===== src/soc_bus_pkg.sv =====
//############################
// Bus widths, opcodes and decoder states shared by the
// bus decoder and every peripheral hanging off it
//############################
package soc_bus_pkg;

	localparam int DATA_W = 32;

	// Word addressed, the byte offset bits never reach the bus
	localparam int ADDR_W = DATA_W - $clog2(DATA_W / 8);

	localparam int SEL_W = DATA_W / 8;

	// Two-bit op field driven by the bus master
	typedef enum logic [1:0] {
		OP_NOP   = 2'd0,
		OP_WRITE = 2'd1,
		OP_READ  = 2'd2
	} bus_op_e;

	typedef enum logic [1:0] {
		ST_IDLE   = 2'd0,
		ST_ACCESS = 2'd1,
		ST_DONE   = 2'd2
	} dec_state_e;

	// Edges from a sampled request to the edge that sees its ready
	localparam int BUS_LATENCY = 2;

endpackage


===== src/soc_devmap_pkg.sv =====
//############################
// Slave map of the controller: indices, ids, map sizes,
// base addresses and the device table word layout
//############################
package soc_devmap_pkg;

	typedef enum logic [1:0] {
		SL_DEVTBL  = 2'd0,
		SL_GP0     = 2'd1,
		SL_GP1     = 2'd2,
		SL_INVALID = 2'd3
	} slave_e;

	localparam int SLAVE_COUNT = 4;

	localparam logic [31:0] DEV_ID [SLAVE_COUNT] = '{32'd7, 32'd6, 32'd6, 32'd0};
	// Sizes in words, the default slave takes no space
	localparam logic [31:0] DEV_MAPSZ [SLAVE_COUNT] = '{32'd16, 32'd4, 32'd4, 32'd0};
	localparam logic [SLAVE_COUNT-1:0] DEV_USEINTR = 4'b0110;

	// Slaves are packed back to back from word zero
	function automatic logic [soc_bus_pkg::ADDR_W-1:0] base_of(input int idx);
		logic [31:0] sum;
		sum = '0;
		for (int k = 0; k < idx; k++) begin
			sum = sum + DEV_MAPSZ[k];
		end
		return sum[soc_bus_pkg::ADDR_W-1:0];
	endfunction

	localparam logic [soc_bus_pkg::ADDR_W-1:0] DEV_BASE [SLAVE_COUNT] =
		'{base_of(0), base_of(1), base_of(2), base_of(3)};

	// Device table layout
	localparam int DT_ADDR_W = 4;
	localparam int DT_USEINTR_BIT = 31;
	localparam logic [DT_ADDR_W-1:0] DT_RST_WORD = 4'd15;
	localparam logic [31:0] SOC_ID = 32'd2;

endpackage


===== src/reset_seq.sv =====
//############################
// Power-on countdown and software reset decode, driving
// the synchronous system reset of the whole block
//############################
`timescale 1ns/1ps

module reset_seq #(
	parameter int RST_CNT_BITS = 16
) (
	input  logic clk_2x_w,
	input  logic rst_p,
	input  logic sw_rst0_i,
	input  logic sw_rst1_i,
	output logic sys_rst_o
);

	logic [RST_CNT_BITS-1:0] rst_cnt;
	logic pwr_off_q;
	logic sw_cold;
	logic sw_warm;
	logic sw_pwr_off;

	assign sw_cold    = sw_rst0_i & sw_rst1_i;
	assign sw_warm    = ~sw_rst0_i & sw_rst1_i;
	assign sw_pwr_off = sw_rst0_i & ~sw_rst1_i;

	// No global reset primitive, so cold reset also just restarts the count
	always_ff @(posedge clk_2x_w) begin
		if (rst_p || sw_cold || sw_warm) begin
			rst_cnt <= '1;
		end else if (rst_cnt != '0) begin
			rst_cnt <= rst_cnt - 1'b1;
		end
	end

	// Power-off parks the system in reset until the board reset
	always_ff @(posedge clk_2x_w) begin
		if (rst_p) begin
			pwr_off_q <= 1'b0;
		end else if (sw_pwr_off) begin
			pwr_off_q <= 1'b1;
		end
	end

	assign sys_rst_o = (rst_cnt != '0) || pwr_off_q;

	// Device table sits in reset too, so nothing may restart a running countdown
	a_countdown: assert property (@(posedge clk_2x_w) disable iff (rst_p)
		$past(sys_rst_o) && !$past(rst_p) && (rst_cnt != '0) |-> rst_cnt < $past(rst_cnt))
		else $error("reset countdown restarted while the system was held in reset");

endmodule


===== src/bus_decoder.sv =====
//############################
// Bus control: latches one request, strobes the slave that
// owns the address and returns read data with a ready strobe
//############################
`timescale 1ns/1ps

module bus_decoder (
	input  logic clk_2x_w,
	input  logic sys_rst_i,
	input  soc_bus_pkg::bus_op_e bus_op_i,
	input  logic [soc_bus_pkg::ADDR_W-1:0] bus_addr_i,
	input  logic [soc_bus_pkg::DATA_W-1:0] bus_wdata_i,
	input  logic [soc_bus_pkg::SEL_W-1:0] bus_sel_i,
	output logic [soc_bus_pkg::DATA_W-1:0] bus_rdata_o,
	output logic bus_rdy_o,
	output soc_bus_pkg::bus_op_e slv_op_o,
	output logic [soc_bus_pkg::ADDR_W-1:0] slv_addr_o,
	output logic [soc_bus_pkg::DATA_W-1:0] slv_wdata_o,
	output logic [soc_bus_pkg::SEL_W-1:0] slv_sel_o,
	output logic [soc_devmap_pkg::SLAVE_COUNT-1:0] slv_stb_o,
	input  logic [soc_bus_pkg::DATA_W-1:0] dt_rdata_i,
	input  logic [soc_bus_pkg::DATA_W-1:0] gp0_rdata_i,
	input  logic [soc_bus_pkg::DATA_W-1:0] gp1_rdata_i
);
	import soc_bus_pkg::*;
	import soc_devmap_pkg::*;

	dec_state_e state;
	bus_op_e op_q;
	logic [ADDR_W-1:0] addr_q;
	logic [DATA_W-1:0] wdata_q;
	logic [SEL_W-1:0] sel_q;
	slave_e slv_q;
	slave_e slv_hit;
	logic [DATA_W-1:0] slv_rdata;

	// Maps never overlap; anything outside them lands on the default slave
	always_comb begin
		slv_hit = SL_INVALID;
		for (int k = 0; k < SLAVE_COUNT; k++) begin
			if ((bus_addr_i >= DEV_BASE[k]) &&
				((bus_addr_i - DEV_BASE[k]) < DEV_MAPSZ[k][ADDR_W-1:0])) begin
				slv_hit = slave_e'(k[1:0]);
			end
		end
	end

	always_ff @(posedge clk_2x_w) begin
		if (sys_rst_i) begin
			state <= ST_IDLE;
		end else begin
			case (state)
				ST_IDLE: begin
					if (bus_op_i != OP_NOP)
						state <= ST_ACCESS;
				end
				ST_ACCESS: state <= ST_DONE;
				default:   state <= ST_IDLE;
			endcase
		end
	end

	always_ff @(posedge clk_2x_w) begin
		if (state == ST_IDLE) begin
			op_q    <= bus_op_i;
			addr_q  <= bus_addr_i;
			wdata_q <= bus_wdata_i;
			sel_q   <= bus_sel_i;
			slv_q   <= slv_hit;
		end
	end

	always_comb begin
		case (slv_q)
			SL_DEVTBL: slv_rdata = dt_rdata_i;
			SL_GP0:    slv_rdata = gp0_rdata_i;
			SL_GP1:    slv_rdata = gp1_rdata_i;
			default:   slv_rdata = '0;
		endcase
	end

	// Writes return zero data
	always_ff @(posedge clk_2x_w) begin
		if (state == ST_ACCESS)
			bus_rdata_o <= (op_q == OP_READ) ? slv_rdata : '0;
	end

	always_comb begin
		slv_stb_o = '0;
		if (state == ST_ACCESS)
			slv_stb_o[slv_q] = 1'b1;
	end

	assign slv_op_o    = op_q;
	assign slv_addr_o  = addr_q - DEV_BASE[slv_q];
	assign slv_wdata_o = wdata_q;
	assign slv_sel_o   = sel_q;
	assign bus_rdy_o   = (state == ST_DONE);

	a_rdy_single: assert property (@(posedge clk_2x_w) disable iff (sys_rst_i)
		bus_rdy_o |=> !bus_rdy_o);
	a_stb_onehot: assert property (@(posedge clk_2x_w) $onehot0(slv_stb_o));

endmodule


===== src/dev_table.sv =====
//############################
// Read-only device description words plus the software
// reset register that feeds the reset sequencer
//############################
`timescale 1ns/1ps

module dev_table (
	input  logic clk_2x_w,
	input  logic sys_rst_i,
	input  logic stb_i,
	input  soc_bus_pkg::bus_op_e op_i,
	input  logic [soc_devmap_pkg::DT_ADDR_W-1:0] addr_i,
	input  logic [soc_bus_pkg::DATA_W-1:0] wdata_i,
	output logic [soc_bus_pkg::DATA_W-1:0] rdata_o,
	output logic sw_rst0_o,
	output logic sw_rst1_o
);
	import soc_bus_pkg::*;
	import soc_devmap_pkg::*;

	localparam int IDX_W = $clog2(SLAVE_COUNT);

	logic [IDX_W-1:0] dev_idx;
	logic rst_wr;

	// Two words per slave: id with the interrupt flag on top, then map size
	assign dev_idx = addr_i[IDX_W:1];

	always_comb begin
		rdata_o = '0;
		if (addr_i == DT_RST_WORD) begin
			rdata_o = SOC_ID;
		end else if (addr_i[DT_ADDR_W-1:IDX_W+1] == '0) begin
			if (addr_i[0]) begin
				rdata_o = DEV_MAPSZ[dev_idx];
			end else begin
				rdata_o = DEV_ID[dev_idx];
				rdata_o[DT_USEINTR_BIT] = DEV_USEINTR[dev_idx];
			end
		end
	end

	assign rst_wr = stb_i && (op_i == OP_WRITE) && (addr_i == DT_RST_WORD);

	// One-cycle pulses, lined up with the ready of the write
	always_ff @(posedge clk_2x_w) begin
		if (sys_rst_i) begin
			sw_rst0_o <= 1'b0;
			sw_rst1_o <= 1'b0;
		end else begin
			sw_rst0_o <= rst_wr & wdata_i[0];
			sw_rst1_o <= rst_wr & wdata_i[1];
		end
	end

endmodule


===== src/gpio_port.sv =====
//############################
// One GPIO port: synced inputs, output register and
// write-one-to-clear change flags raising an interrupt
//############################
`timescale 1ns/1ps

module gpio_port #(
	parameter int IO_COUNT = 16
) (
	input  logic clk_2x_w,
	input  logic sys_rst_i,
	input  logic stb_i,
	input  soc_bus_pkg::bus_op_e op_i,
	input  logic [1:0] addr_i,
	input  logic [soc_bus_pkg::DATA_W-1:0] wdata_i,
	input  logic [soc_bus_pkg::SEL_W-1:0] sel_i,
	output logic [soc_bus_pkg::DATA_W-1:0] rdata_o,
	input  logic [IO_COUNT-1:0] pins_i,
	output logic [IO_COUNT-1:0] pins_o,
	output logic irq_o
);
	import soc_bus_pkg::*;

	localparam logic [1:0] GPIO_IN_WORD  = 2'd0;
	localparam logic [1:0] GPIO_OUT_WORD = 2'd1;
	localparam logic [1:0] GPIO_CHG_WORD = 2'd2;

	logic [IO_COUNT-1:0] sync1;
	logic [IO_COUNT-1:0] sync2;
	logic [IO_COUNT-1:0] prev;
	logic [IO_COUNT-1:0] chg;
	logic [IO_COUNT-1:0] clr;
	logic [DATA_W-1:0] wmask;
	logic wr;

	always_comb begin
		for (int b = 0; b < SEL_W; b++) begin
			wmask[b*8 +: 8] = {8{sel_i[b]}};
		end
	end

	assign wr  = stb_i && (op_i == OP_WRITE);
	assign clr = (wr && (addr_i == GPIO_CHG_WORD)) ?
		(wdata_i[IO_COUNT-1:0] & wmask[IO_COUNT-1:0]) : '0;

	// Two stages against metastability, then the edge compare
	always_ff @(posedge clk_2x_w) begin
		sync1 <= pins_i;
		sync2 <= sync1;
		prev  <= sync2;
	end

	always_ff @(posedge clk_2x_w) begin
		if (sys_rst_i) begin
			pins_o <= '0;
			chg    <= '0;
		end else begin
			if (wr && (addr_i == GPIO_OUT_WORD))
				pins_o <= (pins_o & ~wmask[IO_COUNT-1:0]) |
					(wdata_i[IO_COUNT-1:0] & wmask[IO_COUNT-1:0]);
			// a change in the clearing cycle stays flagged
			chg <= (chg & ~clr) | (sync2 ^ prev);
		end
	end

	always_comb begin
		rdata_o = '0;
		case (addr_i)
			GPIO_IN_WORD:  rdata_o[IO_COUNT-1:0] = sync2;
			GPIO_OUT_WORD: rdata_o[IO_COUNT-1:0] = pins_o;
			GPIO_CHG_WORD: rdata_o[IO_COUNT-1:0] = chg;
			default:       rdata_o = '0;
		endcase
	end

	assign irq_o = |chg;

endmodule


===== src/activity_led.sv =====
//############################
// Activity LED pulse, dimmed by a holdoff counter
//############################
`timescale 1ns/1ps

module activity_led #(
	parameter int ACT_CNT_BITS = 7
) (
	input  logic clk_2x_w,
	input  logic sys_rst_i,
	input  logic trig_i,
	output logic activity_o
);

	logic [ACT_CNT_BITS-1:0] hold_cnt;

	// Triggers during the holdoff are dropped, which keeps the LED dim
	always_ff @(posedge clk_2x_w) begin
		if (sys_rst_i) begin
			hold_cnt   <= '0;
			activity_o <= 1'b0;
		end else if (hold_cnt != '0) begin
			hold_cnt   <= hold_cnt - 1'b1;
			activity_o <= 1'b0;
		end else begin
			hold_cnt   <= {ACT_CNT_BITS{trig_i}};
			activity_o <= trig_i;
		end
	end

endmodule


===== src/soc_ctrl_top.sv =====
//############################
// System controller top: bus decoder, device table, reset
// sequencer, two GPIO ports and the activity LED
//############################
`timescale 1ns/1ps

module soc_ctrl_top #(
	parameter int RST_CNT_BITS = 16,
	parameter int ACT_CNT_BITS = 7,
	parameter int GP0_COUNT    = 16,
	parameter int GP1_COUNT    = 5
) (
	input  logic clk_2x_w,
	input  logic rst_p,
	input  soc_bus_pkg::bus_op_e bus_op_i,
	input  logic [soc_bus_pkg::ADDR_W-1:0] bus_addr_i,
	input  logic [soc_bus_pkg::DATA_W-1:0] bus_wdata_i,
	input  logic [soc_bus_pkg::SEL_W-1:0] bus_sel_i,
	output logic [soc_bus_pkg::DATA_W-1:0] bus_rdata_o,
	output logic bus_rdy_o,
	input  logic [GP0_COUNT-1:0] gp0_i,
	output logic [GP0_COUNT-1:0] gp0_o,
	input  logic [GP1_COUNT-1:0] gp1_i,
	output logic sys_rst_o,
	output logic irq_o,
	output logic activity_o
);
	import soc_bus_pkg::*;
	import soc_devmap_pkg::*;

	bus_op_e slv_op;
	logic [ADDR_W-1:0] slv_addr;
	logic [DATA_W-1:0] slv_wdata;
	logic [SEL_W-1:0] slv_sel;
	logic [SLAVE_COUNT-1:0] slv_stb;
	logic [DATA_W-1:0] dt_rdata;
	logic [DATA_W-1:0] gp0_rdata;
	logic [DATA_W-1:0] gp1_rdata;
	logic sw_rst0;
	logic sw_rst1;
	logic gp0_irq;
	logic gp1_irq;

	reset_seq #(.RST_CNT_BITS(RST_CNT_BITS)) i_reset_seq (
		.clk_2x_w(clk_2x_w), .rst_p(rst_p),
		.sw_rst0_i(sw_rst0), .sw_rst1_i(sw_rst1), .sys_rst_o(sys_rst_o)
	);

	bus_decoder i_bus_decoder (
		.clk_2x_w(clk_2x_w), .sys_rst_i(sys_rst_o),
		.bus_op_i(bus_op_i), .bus_addr_i(bus_addr_i),
		.bus_wdata_i(bus_wdata_i), .bus_sel_i(bus_sel_i),
		.bus_rdata_o(bus_rdata_o), .bus_rdy_o(bus_rdy_o),
		.slv_op_o(slv_op), .slv_addr_o(slv_addr), .slv_wdata_o(slv_wdata),
		.slv_sel_o(slv_sel), .slv_stb_o(slv_stb),
		.dt_rdata_i(dt_rdata), .gp0_rdata_i(gp0_rdata), .gp1_rdata_i(gp1_rdata)
	);

	dev_table i_dev_table (
		.clk_2x_w(clk_2x_w), .sys_rst_i(sys_rst_o), .stb_i(slv_stb[SL_DEVTBL]),
		.op_i(slv_op), .addr_i(slv_addr[DT_ADDR_W-1:0]), .wdata_i(slv_wdata),
		.rdata_o(dt_rdata), .sw_rst0_o(sw_rst0), .sw_rst1_o(sw_rst1)
	);

	// Switches and LEDs
	gpio_port #(.IO_COUNT(GP0_COUNT)) i_gpio_gp0 (
		.clk_2x_w(clk_2x_w), .sys_rst_i(sys_rst_o), .stb_i(slv_stb[SL_GP0]),
		.op_i(slv_op), .addr_i(slv_addr[1:0]), .wdata_i(slv_wdata), .sel_i(slv_sel),
		.rdata_o(gp0_rdata), .pins_i(gp0_i), .pins_o(gp0_o), .irq_o(gp0_irq)
	);

	// Buttons, input only
	gpio_port #(.IO_COUNT(GP1_COUNT)) i_gpio_gp1 (
		.clk_2x_w(clk_2x_w), .sys_rst_i(sys_rst_o), .stb_i(slv_stb[SL_GP1]),
		.op_i(slv_op), .addr_i(slv_addr[1:0]), .wdata_i(slv_wdata), .sel_i(slv_sel),
		.rdata_o(gp1_rdata), .pins_i(gp1_i), .pins_o(), .irq_o(gp1_irq)
	);

	activity_led #(.ACT_CNT_BITS(ACT_CNT_BITS)) i_activity_led (
		.clk_2x_w(clk_2x_w), .sys_rst_i(sys_rst_o),
		.trig_i(bus_rdy_o), .activity_o(activity_o)
	);

	assign irq_o = gp0_irq | gp1_irq;

endmodule


===== config.mk =====
export PLATFORM = sky130hd
export DESIGN_NAME = soc_ctrl_top
export DESIGN_NICKNAME = d
export VERILOG_FILES = /design/src/soc_bus_pkg.sv /design/src/soc_devmap_pkg.sv /design/src/reset_seq.sv /design/src/bus_decoder.sv /design/src/dev_table.sv /design/src/gpio_port.sv /design/src/activity_led.sv /design/src/soc_ctrl_top.sv
export SDC_FILE = /design/constraint.sdc
export NUM_CORES = 1
export LEC_CHECK = 0
export ABC_AREA = 1
export BUFFER_PORTS_ARGS = -buffer_cell sky130_fd_sc_hd__buf_2
export CORE_UTILIZATION = 49
export DETAILED_ROUTE_END_ITERATION = 7
export PLACE_DENSITY_LB_ADDON = 0.2
export SETUP_SLACK_MARGIN = 0.15
export SLEW_MARGIN = 10
export SYNTH_ARGS = -nofsm -noshare
export SYNTH_HDL_FRONTEND = slang
export SYNTH_HIERARCHICAL = 1
export SYNTH_SLANG_ARGS = --single-unit

===== constraint.sdc =====
create_clock -name clk_2x_w -period 3.89 [get_ports clk_2x_w]
set_input_delay 0.778 -clock clk_2x_w [delete_from_list [all_inputs] [get_ports clk_2x_w]]
set_output_delay 0.778 -clock clk_2x_w [all_outputs]
set_load 0.05 [all_outputs]

==> key figures <==
Timing
  • Final Max Tran Viols: 0
  • Final hold vios: 0
  • Worst rel slew slack: 0.4755
  • Final Critical Period: about 2.8 ns
  • Final TNS setup: 0 ns
  • # setup viols final: 0
  • Clk_skew: 0.007037 ns
  • Worst slew pin tran: 0.7849 ns
  • Final Cycle Share: 0.7072
  • RSZ-0062 raised after global routing: no
  • Fmax: 363.5 MHz

Final layout
  • Fin util: 0.5640
  • # nets final: roughly 1,400
  • Design area: ~0.011 mm^2
  • N_diodes: 0
  • Layout cells sized above 1: 0.1636
  • Synth-to-layout area growth: 11.83%

Setup path
  • Worst R2R Path Depth: 11
  • Critical path startpoint: i_reset_seq/rst_cnt[0]$_SDFFE_PP1P_
  • Crit end category: output port
  • Critical path destination: sys_rst_o
  • Worst reg2reg path startpoint: i_bus_decoder/state[0]$_SDFFE_PP0P_
  • CP max FO: 5
  • Reg2reg setup slack: 1.29 ns
  • Worst path required time: between 3 and 4 ns
  • CP Launch Type: flip-flop
  • Critical path type: flip-flop to output port
  • WP data arrival: 1.97 ns

Routing
  • DRT antenna net count: 0
  • Via count: around 7,400
  • Drc violations: 0
  • Wire per inst: about 12 um
  • Number of DRC markers in iteration 0: around 500
  • Via density: around 4.6
  • Final WL: just under 20 mm
  • TritonRoute pass-1 iters: 6

Place
  • GP Congestion: a little under 0.9
  • DP HPWL: approximately 15 mm
  • Port bufs: 124
  • Placement-stage cell area: between 0.01 and 0.015 mm^2

Power
  • Part of the power in registers: 0.529
  • Sw Ratio: 0.2501
  • Pint: about 3000 uW
  • Leak pwr: around 0.0049 uW
  • Switch Pwr: 1014 uW
  • PwrDens: between 300 and 400 mW/mm^2
  • VDD IR max: between 0.0003 and 0.0004 V
  • Comb pwr share: 0.047
  • Clock power frac: 0.424

Clock tree
  • TritonCTS Buffers: 17
  • Clock slew at reported path FFs: approximately 0.08 ns
  • Post-CTS setup repair buffer count: 0
  • Clock Sinks: around 190
  • TritonCTS clock tree: yes
  • Clk root buf: clkbuf_16
  • H-Tree Level Count: 4
  • Post-CTS resize count: 0
  • Worst-Skew Late Latency: between 0.4 and 0.5 ns
  • Max clock buf depth: 2
  • CTS hold repair buffers: 0

Floorplan
  • Die area: ~0.02 mm^2
  • Core area: approximately 0.019 mm^2
  • Initial core utilization: 0.5043
  • Die Y: 141.2 um
  • Die W: between 100 and 150 um
  • Rows: 50
  • Ports: approximately 140

Outcome
  • Status: completed

Flow run
  • Max Cap Viol: 0

Worst hold path
  • Worst min path class: flip-flop to flip-flop

GRT
  • Total Routing Usage GR: 0.2140
  • Overflow left after global routing: 0
  • Vias in the first global route: 6,944
  • Antenna violations before repair: 0
  • Largest net degree at the start of global routing: 44
  • First-pass GRT wire length: 33.51 mm

Synthesis
  • Avg Cell Area, Syn: 7.746 um^2
  • Synthesized area: approximately 0.0095 mm^2
  • YS warnings: 6
  • Cells after Synth: around 1,200
[layout by cell type, fill, tap and decap left out, types with 7 or more instances in the layout]
| cell | instances |
|---|---|
| o221ai_1 | 13 |
| buf_4 | 9 |
| conb_1 | 70 |
| a21oi_1 | 33 |
| dfxtp_1 | 134 |
| nor2_2 | 16 |
| buf_2 | 124 |
| clkbuf_16 | 17 |
| nand4_1 | 31 |
| nor2_4 | 13 |
| nand2_1 | 364 |
| nor2_1 | 116 |
| o21ai_0 | 14 |
| inv_2 | 7 |
| xnor2_1 | 25 |
| nand3_1 | 85 |
| edfxtp_1 | 58 |
| inv_1 | 164 |
| nand2_2 | 7 |
[how the worst min path moves through the flow]
| stage | from | end | slack (ns) | cells after the start |
|---|---|---|---|---|
| after detailed placement | i_gpio_gp0/sync1[7]$_DFF_P_ | i_gpio_gp0/sync2[7]$_DFF_P_ | 0.31 | 0 |
| after CTS | i_gpio_gp0/sync1[10]$_DFF_P_ | i_gpio_gp0/sync2[10]$_DFF_P_ | 0.33 | 0 |
| after floorplan | i_gpio_gp0/sync1[0]$_DFF_P_ | i_gpio_gp0/sync2[0]$_DFF_P_ | 0.31 | 0 |
| final | i_gpio_gp0/sync1[10]$_DFF_P_ | i_gpio_gp0/sync2[10]$_DFF_P_ | 0.33 | 0 |
| after global placement | i_gpio_gp0/sync1[6]$_DFF_P_ | i_gpio_gp0/sync2[6]$_DFF_P_ | 0.31 | 0 |
| after global routing | i_gpio_gp0/sync1[6]$_DFF_P_ | i_gpio_gp0/sync2[6]$_DFF_P_ | 0.34 | 0 |
[layer usage]
metal | up-vias | track usage | wire (um)
li1 | 3934 | - | -
met1 | 3289 | 0.2933 | 9832
met2 | 150 | 0.3468 | 9124
met3 | 19 | 0.04178 | 717
met4 | 0 | 0.05263 | 223
met5 | - | 0 | 0
[final cells by class]
type / instances / area [um^2]
Inverter: 171 / 641.9
Sequential cell: 192 / 4424
Multi-Input combinational cell: 829 / 3954
Fill cell: 1795 / 8210
Timing Repair Buffer: 133 / 688.2
Tap cell: 260 / 325.3
Clock buffer: 17 / 425.4
Clock inverter: 15 / 161.4
[power groups by stage]
stage | Sequential (uW) | Clock, uW | Combinational [uW]
after CTS | 2140 | 1750 | 188
after floorplan | 2170 | 0 | 178
after detailed placement | 2190 | 0 | 187
final | 2140 | 1720 | 189
after global routing | 2150 | 1840 | 216
after global placement | 2190 | 0 | 185
[critical path, stage by stage, from the launching register on]
cell	delay, ns
dfxtp_1	0.34
inv_2	0.10
ha_1	0.30
nand2_4	0.13
nor2_4	0.17
nand3_1	0.21
buf_2	0.28
[metrics by stage]
step | total power [uW] | worst slack [ns] | hold WS, ns | instances
final | 4054 | 1.139 | 0.3274 | 1617
after global routing | 4208 | 0.9904 | 0.3370 | 1617
after CTS | 4087 | 1.086 | 0.3302 | 1617
after detailed placement | 2378 | 1.303 | 0.3121 | 1585
after global placement | 2374 | 1.339 | 0.3102 | 1585
after floorplan | 2349 | 0.7334 | 0.3096 | 1293
Note: power is estimated with default switching activity, not from simulation.
